--- config.mk ---
export PLATFORM = sky130hd
export DESIGN_NAME = osd_config_top
export DESIGN_NICKNAME = d
export VERILOG_FILES = /design/src/rtl/osd_pkg.sv /design/src/rtl/osd_status_if.sv /design/src/rtl/osd_config_top.sv /design/src/rtl/osd_dip_decoder.sv /design/src/rtl/osd_pause_ctrl.sv /design/src/rtl/osd_status_loader.sv
export VERILOG_INCLUDE_DIRS = /design/src /design/src/rtl
export SDC_FILE = /design/constraint.sdc
export NUM_CORES = 1
export LEC_CHECK = 0
export BUFFER_PORTS_ARGS = -buffer_cell sky130_fd_sc_hd__buf_2
export CAP_MARGIN = 15
export CORE_ASPECT_RATIO = 0.5
export CORE_MARGIN = 3
export CORE_UTILIZATION = 50
export DETAILED_ROUTE_END_ITERATION = 8
export PLACE_DENSITY = 0.78
export SLEW_MARGIN = 15
export SYNTH_ARGS = -nofsm -noshare
export SYNTH_HDL_FRONTEND = slang
export SYNTH_HIERARCHICAL = 1
export SYNTH_SLANG_ARGS = --single-unit
--- constraint.sdc ---
create_clock -name clk -period 1.8 [get_ports clk]
set_clock_uncertainty 0.15 [all_clocks]
set_input_delay 0.09 -clock clk [delete_from_list [all_inputs] [get_ports clk]]
set_output_delay 0.09 -clock clk [all_outputs]
set_load 0.02 [all_outputs]
--- src/rtl/osd_defs.svh ---
`ifndef OSD_DEFS_SVH
`define OSD_DEFS_SVH

// board target
// 1 reads the scaler bits as a scanline level (mister), 0 as a video mode (mist)
`define OSD_TARGET_MISTER 1

// 1 keeps the rotation logic for vertical games
`define OSD_VERTICAL_SCREEN 1

// native aspect ratio of the game screen
`define OSD_ARX 12'd4
`define OSD_ARY 12'd3

// command codes from the osd microcontroller
`define OSD_CMD_STATUS   8'h1E   // four data bytes follow, lsb first
`define OSD_CMD_CORE_MOD 8'h01   // one data byte follows, low 7 bits used

// committed status after reset
`define OSD_STATUS_RESET 32'h0000_0000

`endif

--- src/rtl/osd_pkg.sv ---
`default_nettype none

package osd_pkg;

    // mist video mode in status[4:3]
    typedef enum logic [1:0] {
        pass_thru     = 2'd0,
        linear        = 2'd1,
        analogue      = 2'd2,
        analogue_scan = 2'd3
    } video_mode_t;

    // bit 0 set for a vertical game
    typedef logic [6:0] core_mod_t;

    typedef struct packed {
        logic [17:0] spare_hi;   // 31:14, core specific
        logic        flip;       // 13
        logic        credits;    // 12
        logic        wide;       // 11
        logic        test;       // 10
        logic        fm_off;     // 9
        logic        psg_off;    // 8
        logic [1:0]  fx_level;   // 7:6
        logic [2:0]  scanlines;  // 5:3 scandoubler fx level
        logic        rot_off;    // 2
        logic        pause;      // 1
        logic        spare_lo;   // 0 is the osd reset bit
    } status_mister_t;

    // same layout, scaler bits read as a video mode
    typedef struct packed {
        logic [17:0] spare_hi;
        logic        flip;
        logic        credits;
        logic        wide;
        logic        test;
        logic        fm_off;
        logic        psg_off;
        logic [1:0]  fx_level;
        logic        spare5;     // unused on mist
        video_mode_t video_mode; // 4:3
        logic        rot_ctl;    // 2 handed to the core
        logic        pause;
        logic        spare_lo;
    } status_mist_t;

    typedef union packed {
        status_mister_t mister;
        status_mist_t   mist;
    } status_t;

endpackage

`default_nettype wire

--- src/rtl/osd_status_if.sv ---
`timescale 1ns/1ps
`default_nettype none

// committed settings from the loader to the decode blocks
interface osd_status_if;

    osd_pkg::status_t   status;   // whole word, never partial
    osd_pkg::core_mod_t core_mod;
    logic               upd;      // one cycle after a commit
    logic               busy;     // command partly received

    modport loader (
        output status,
        output core_mod,
        output upd,
        output busy
    );

    modport consumer (
        input status,
        input core_mod,
        input upd,
        input busy
    );

endinterface

`default_nettype wire

--- src/rtl/osd_config_top.sv ---
`timescale 1ns/1ps
`default_nettype none

// osd settings block, byte port in and decoded controls out
module osd_config_top (
    input  wire logic        clk,
    input  wire logic        arst_n,
    // osd command port
    input  wire logic        cmd_strobe,
    input  wire logic        cmd_start,
    input  wire logic [7:0]  cmd_byte,
    // pause sources
    input  wire logic        game_pause,
    input  wire logic        vblank,
    // video
    output logic [11:0]      hdmi_arx,
    output logic [11:0]      hdmi_ary,
    output logic [1:0]       rotate,
    output logic             rot_control,
    output logic             en_mixing,
    output logic [2:0]       scanlines,
    output logic             bw_en,
    output logic             blend_en,
    // sound
    output logic             enable_fm,
    output logic             enable_psg,
    // dips and credits
    output logic             osd_pause,
    output logic             dip_test,
    output logic             dip_flip,
    output logic [1:0]       dip_fxlevel,
    output logic             dip_pause
);

    osd_status_if st_if ();

    osd_status_loader loader_i (
        .clk        (clk),
        .arst_n     (arst_n),
        .cmd_strobe (cmd_strobe),
        .cmd_start  (cmd_start),
        .cmd_byte   (cmd_byte),
        .st         (st_if.loader)
    );

    osd_dip_decoder decoder_i (
        .clk         (clk),
        .arst_n      (arst_n),
        .st          (st_if.consumer),
        .hdmi_arx    (hdmi_arx),
        .hdmi_ary    (hdmi_ary),
        .rotate      (rotate),
        .rot_control (rot_control),
        .en_mixing   (en_mixing),
        .scanlines   (scanlines),
        .bw_en       (bw_en),
        .blend_en    (blend_en),
        .enable_fm   (enable_fm),
        .enable_psg  (enable_psg),
        .osd_pause   (osd_pause),
        .dip_test    (dip_test),
        .dip_flip    (dip_flip),
        .dip_fxlevel (dip_fxlevel)
    );

    osd_pause_ctrl pause_i (
        .clk        (clk),
        .arst_n     (arst_n),
        .st         (st_if.consumer),
        .game_pause (game_pause),
        .vblank     (vblank),
        .dip_pause  (dip_pause)
    );

endmodule

`default_nettype wire

--- src/rtl/osd_dip_decoder.sv ---
`timescale 1ns/1ps
`default_nettype none
`include "osd_defs.svh"

// turns the committed status into video, sound and dip controls
module osd_dip_decoder (
    input  wire logic        clk,
    input  wire logic        arst_n,
    osd_status_if.consumer   st,
    output logic [11:0]      hdmi_arx,
    output logic [11:0]      hdmi_ary,
    output logic [1:0]       rotate,
    output logic             rot_control,
    output logic             en_mixing,
    output logic [2:0]       scanlines,
    output logic             bw_en,
    output logic             blend_en,
    output logic             enable_fm,
    output logic             enable_psg,
    output logic             osd_pause,
    output logic             dip_test,
    output logic             dip_flip,
    output logic [1:0]       dip_fxlevel
);

    localparam bit          MISTER   = (`OSD_TARGET_MISTER != 0);
    localparam bit          VERTICAL = (`OSD_VERTICAL_SCREEN != 0);
    localparam logic [11:0] ARX      = `OSD_ARX;
    localparam logic [11:0] ARY      = `OSD_ARY;

    logic [31:0] raw;          // flat view for the shared bits
    logic        tate;         // screen is rotated (vertical game)
    logic [2:0]  mist_scan;
    logic        mist_bw;
    logic        mist_blend;
    logic [2:0]  d_scanlines;
    logic        d_bw;
    logic        d_blend;
    logic [11:0] d_arx;
    logic [11:0] d_ary;

    assign raw = st.status;

    // plain rewirings, no register
    assign dip_test    = ~st.status.mister.test;   // dips are active low
    assign dip_flip    = ~st.status.mister.flip;
    assign osd_pause   = st.status.mister.credits;
    assign rot_control = MISTER ? 1'b0 : (VERTICAL && st.status.mist.rot_ctl);

    // mister rotates unless the user asks for the original screen
    assign tate = VERTICAL && st.core_mod[0] &&
                  (MISTER ? !st.status.mister.rot_off : 1'b1);

    // mist video mode table
    always_comb begin
        case (st.status.mist.video_mode)
            osd_pkg::pass_thru: begin
                mist_scan  = 3'd0;
                mist_bw    = 1'b0;
                mist_blend = 1'b0;
            end
            osd_pkg::linear: begin      // interpolation only
                mist_scan  = 3'd0;
                mist_bw    = 1'b0;
                mist_blend = 1'b1;
            end
            osd_pkg::analogue: begin
                mist_scan  = 3'd0;
                mist_bw    = 1'b1;
                mist_blend = 1'b1;
            end
            osd_pkg::analogue_scan: begin
                mist_scan  = 3'd1;
                mist_bw    = 1'b1;
                mist_blend = 1'b1;
            end
            default: begin
                mist_scan  = 3'd0;
                mist_bw    = 1'b0;
                mist_blend = 1'b0;
            end
        endcase
    end

    assign d_scanlines = MISTER ? st.status.mister.scanlines : mist_scan;
    assign d_bw        = MISTER ? 1'b0 : mist_bw;
    assign d_blend     = MISTER ? 1'b0 : mist_blend;

    // wide beats rotation, rotation swaps the native ratio
    assign d_arx = st.status.mister.wide ? 12'd16 : (tate ? ARY : ARX);
    assign d_ary = st.status.mister.wide ? 12'd9  : (tate ? ARX : ARY);

    // reloaded on each commit, reset to the decode of a zero status
    always_ff @(posedge clk or negedge arst_n) begin
        if (!arst_n) begin
            hdmi_arx    <= ARX;
            hdmi_ary    <= ARY;
            rotate      <= 2'b10;
            en_mixing   <= 1'b1;
            scanlines   <= 3'd0;
            bw_en       <= 1'b0;
            blend_en    <= 1'b0;
            enable_fm   <= 1'b1;
            enable_psg  <= 1'b1;
            dip_fxlevel <= 2'b10;
        end else if (st.upd) begin
            hdmi_arx    <= d_arx;
            hdmi_ary    <= d_ary;
            rotate      <= {~st.status.mister.flip, tate && !rot_control};
            en_mixing   <= ~raw[3];                        // screen filter
            scanlines   <= d_scanlines;
            bw_en       <= d_bw;
            blend_en    <= d_blend;
            enable_fm   <= ~st.status.mister.fm_off;
            enable_psg  <= ~st.status.mister.psg_off;
            dip_fxlevel <= 2'b10 ^ st.status.mister.fx_level; // 0 maps to high
        end
    end

    a_arx_nonzero : assert property (
        @(posedge clk) disable iff (!arst_n) hdmi_arx != 12'd0
    );

    // loader holds the old word until the last byte lands
    a_status_hold : assert property (
        @(posedge clk) disable iff (!arst_n) st.busy |-> $stable(st.status)
    );

endmodule

`default_nettype wire

--- src/rtl/osd_pause_ctrl.sv ---
`timescale 1ns/1ps
`default_nettype none

// game pause, applied only at the start of vertical blank
module osd_pause_ctrl (
    input  wire logic      clk,
    input  wire logic      arst_n,
    osd_status_if.consumer st,
    input  wire logic      game_pause,
    input  wire logic      vblank,
    output logic           dip_pause  // active low
);

    logic vblank_q;   // vblank one cycle ago
    logic vb_rise;
    logic pause_req;

    assign vb_rise   = vblank && !vblank_q;
    assign pause_req = game_pause || st.status.mister.pause; // same bit on mist

    always_ff @(posedge clk or negedge arst_n) begin
        if (!arst_n) begin
            vblank_q  <= 1'b0;
            dip_pause <= 1'b1;        // running
        end else begin
            vblank_q <= vblank;
            if (vb_rise) begin
                dip_pause <= ~pause_req; // whole frames only
            end
        end
    end

    // any change must come from the sample at a vblank rising edge
    a_pause_at_vblank : assert property (
        @(posedge clk) disable iff (!arst_n)
            !$stable(dip_pause) |-> $past(vb_rise)
    );

endmodule

`default_nettype wire

--- src/rtl/osd_status_loader.sv ---
`timescale 1ns/1ps
`default_nettype none
`include "osd_defs.svh"

// parses the osd byte port into status and core mode
module osd_status_loader (
    input  wire logic       clk,
    input  wire logic       arst_n,
    input  wire logic       cmd_strobe,
    input  wire logic       cmd_start,
    input  wire logic [7:0] cmd_byte,
    osd_status_if.loader    st
);

    // parser states
    localparam logic [1:0] S_IDLE = 2'd0;
    localparam logic [1:0] S_STAT = 2'd1; // collecting status bytes
    localparam logic [1:0] S_MOD  = 2'd2; // waiting for the core mode byte
    localparam logic [1:0] S_SKIP = 2'd3; // unknown code, drop data

    logic [1:0]         state;
    logic [1:0]         cnt;       // status bytes already taken
    logic [23:0]        stage;     // first three status bytes
    osd_pkg::status_t   status_q;
    osd_pkg::core_mod_t core_mod_q;
    logic               upd_q;

    logic data_stb;
    assign data_stb = cmd_strobe && !cmd_start;

    always_ff @(posedge clk or negedge arst_n) begin
        if (!arst_n) begin
            state      <= S_IDLE;
            cnt        <= 2'd0;
            status_q   <= `OSD_STATUS_RESET;
            core_mod_q <= '0;
            upd_q      <= 1'b0;
        end else begin
            upd_q <= 1'b0; // pulse only
            if (cmd_strobe && cmd_start) begin
                cnt <= 2'd0; // any code drops a partial command
                case (cmd_byte)
                    `OSD_CMD_STATUS:   state <= S_STAT;
                    `OSD_CMD_CORE_MOD: state <= S_MOD;
                    default:           state <= S_SKIP;
                endcase
            end else if (data_stb) begin
                case (state)
                    S_STAT: begin
                        if (cnt == 2'd3) begin
                            // fourth byte is the msb, commit the whole word
                            status_q <= {cmd_byte, stage};
                            upd_q    <= 1'b1;
                            state    <= S_IDLE;
                            cnt      <= 2'd0;
                        end else begin
                            cnt <= cnt + 2'd1;
                        end
                    end
                    S_MOD: begin
                        core_mod_q <= cmd_byte[6:0];
                        upd_q      <= 1'b1;
                        state      <= S_IDLE;
                    end
                    default: ; // idle or skip, byte ignored
                endcase
            end
        end
    end

    // staging shift register, lsb byte ends up in stage[7:0]
    always_ff @(posedge clk) begin
        if (data_stb && state == S_STAT) begin
            stage <= {cmd_byte, stage[23:8]};
        end
    end

    assign st.status   = status_q;
    assign st.core_mod = core_mod_q;
    assign st.upd      = upd_q;
    assign st.busy     = (state == S_STAT) || (state == S_MOD);

    // at most one byte per cycle, so two commits cannot be back to back
    a_upd_single : assert property (
        @(posedge clk) disable iff (!arst_n) st.upd |=> !st.upd
    );

endmodule

`default_nettype wire

==> metrics <==
CP Max Fanout=14; part of the power in registers=0.447; # port buffers=35; via count normalized by instance count=~4.6; Leak=1.37 nW; layout cells sized above 1=0.407; Tmin final=approximately 1.7 ns; 1st-pass router iterations=4; Die H=approximately 56 um; Routability Congestion=just under 0.7; root buffer selected by CTS=clkbuf_8; Total Wirelength=approximately 3.8 mm; YS warnings=6; Worst-Skew Late Latency=0.32 ns; # fillers=327; reg-to-reg slack, setup=approximately 0.14 ns; Final #Nets=226; CTS tree=built; Setup WS pre-CTS=roughly 0.14 ns; first-pass GRT wire length=6.38 mm; grt total ovfl=0; startpoint types=flip-flop; H-tree Lvls=3; Final ANT Viol Nets=0; WP data required=1.86 ns; Tightest Hold Check Type=input pin to async pin; DR WL/cell=between 10 and 15 um; initial antenna violation count=0; Least-Margin Pin Slew=around 0.75 ns; vias in the first global route=around 1300; standard-cell rows=17; hold violation count in the final report=0; largest net degree at the start of global routing=36; ANT cells=0; Final Cycle Share=0.922; Post-CTS Resized=0; Synth Instances=160; Synth Cell Area=between 2000 and 3000 um2; R2R depth=4; CTS Sinks=between 50 and 60; Via Count=between 1000 and 1500; CP peak stage delay=between 0.4 and 0.5 ns; residual DRC count=0; switching pwr=approximately 1.1 mW; Die Wd=around 110 um; status=finished clean; Setup Viol. Count Final=0; area taken by multi-input logic gates=roughly 690 um2; initial DRC count=46; VDD IR max=between 0.0006 and 0.0007 V; Post-Layout Cell Count=280; Worst EP arrival=between 1.5 and 2 ns; setup ws final=~0.14 ns; placed insts=251; Combinational Power Share=0.210; FF-to-FF End=loader_i/st.status[2]$_DFFE_PN0P_; Clock power frac=0.343; Initial Util=0.544; clk buf depth=2; count of pins over their slew limit=0; internal power=2.93 mW; slew margin rel.=0.497; MaxCap Viol Count=0; Core Util, Final=0.638; cell breakdown of the critical path=ha_4 -> and3b_4 -> nand2_4 -> mux2_2; DIE AREA=between 5000 and 6000 um2; core box area=roughly 4600 um2; crit end category=flip-flop; PwrDens=between 1000 and 1500 nW/um2; crit path kind=flip-flop to flip-flop; R2R Path Start=loader_i/state[0]$_DFFE_PN0P_; Final HPWL DP=about 2.4 mm; Net Sw Frac=0.269; Clock transition at path regs=~0.060 ns; RSZ-0062 raised after global routing=no; CP max stage cell=dfrtp_1; Avg Cell Area, Syn=~16 um2; FF+latch area=approximately 1600 um2; Total Routing Usage GR=0.141; Fmax=around 600 MHz; # IOs=55; CTS Buf Count=9; Area Overhead vs Synth=17.3%
==> state kept, by name, summed over array words and instances (netlist names), 2 cells and up <==
register / count
loader_i/state: 2
decoder_i/hdmi_ary: 3
decoder_i/dip_fxlevel: 2
decoder_i/rotate: 2
loader_i/stage: 23
decoder_i/scanlines: 3
loader_i/st.status: 13
loader_i/cnt: 2
==> layer usage <==
layer | global-route usage | vias to the layer above | wire length (um)
met5 | 0 | - | 0
met2 | 0.212 | 50 | 1760
met3 | 0.0637 | 2 | 287
met1 | 0.182 | 622 | 1690
li1 | - | 609 | -
met4 | 0.0517 | 0 | 14
==> stage by stage <==
step           hold WS (ns)  TNS, ns  area, um2  total power, mW
4_1_cts               0.246        0       2950             4.06
5_1_grt               0.281        0       2950             4.23
3_3_place_gp         0.0451        0       2580             2.61
2_1_floorplan        -0.356   -0.541       2590             2.46
3_5_place_dp         0.0567        0       2580             2.64
6_report              0.252        0       2950             4.01
==> cell type report <==
| cell class | count | area share |
|---|---|---|
| clock buffer | 9 | 0.0421 |
| clock inverter | 7 | 0.0365 |
| inverter | 12 | 0.0153 |
| multi-input combinational | 78 | 0.234 |
| sequential | 58 | 0.535 |
| tap | 66 | 0.0280 |
| timing repair buffer | 50 | 0.109 |
==> power by group through the flow <==
| stage | clock [mW] | sequential (mW) | combinational, mW |
|---|---|---|---|
| 2_1_floorplan | 0 | 1.95 | 0.506 |
| 3_3_place_gp | 0 | 1.81 | 0.804 |
| 6_report | 1.37 | 1.79 | 0.843 |
| 3_5_place_dp | 0 | 1.82 | 0.828 |
| 4_1_cts | 1.41 | 1.79 | 0.853 |
| 5_1_grt | 1.48 | 1.83 | 0.918 |
==> worst max path at each step <==
| stage | from | end |
|---|---|---|
| after floorplan | loader_i/state[1]$_DFFE_PN0P_ | loader_i/st.status[10]$_DFFE_PN0P_ |
| after global placement | loader_i/state[0]$_DFFE_PN0P_ | loader_i/st.status[2]$_DFFE_PN0P_ |
| after detailed placement | loader_i/state[0]$_DFFE_PN0P_ | loader_i/st.status[2]$_DFFE_PN0P_ |
| after CTS | loader_i/state[0]$_DFFE_PN0P_ | loader_i/st.status[2]$_DFFE_PN0P_ |
| after global routing | loader_i/state[1]$_DFFE_PN0P_ | loader_i/st.status[1]$_DFFE_PN0P_ |
| final | loader_i/state[0]$_DFFE_PN0P_ | loader_i/st.status[2]$_DFFE_PN0P_ |
==> timing repair <==
| action | CTS | global route |
|---|---|---|
| hold buffers | 13 | 0 |
| setup buffers | 0 | 0 |
| endpoints found under the hold margin | 43 | 0 |
==> placed cells by master, fill, tap and decap left out, types with 3 or more instances in the layout <==
cell type / n
nor2_1: 3
dfstp_2: 8
inv_1: 11
nor2b_1: 3
bufinv_16: 3
o22ai_1: 3
edfxtp_1: 23
conb_1: 19
dfrtp_1: 27
mux2i_1: 4
mux2_4: 15
clkbuf_8: 9
mux2_2: 7
buf_2: 35
dlygate4sd3_1: 13
==> worst max-delay path: cells and delay by family, from the launching register on <==
family                     cells  cell delay [ns]
adders and majority gates      1             0.20
muxes                          1             0.37
DFF                            1             0.42
and+or+nand+nor                2             0.41
Power figures use the tool's default switching activity.
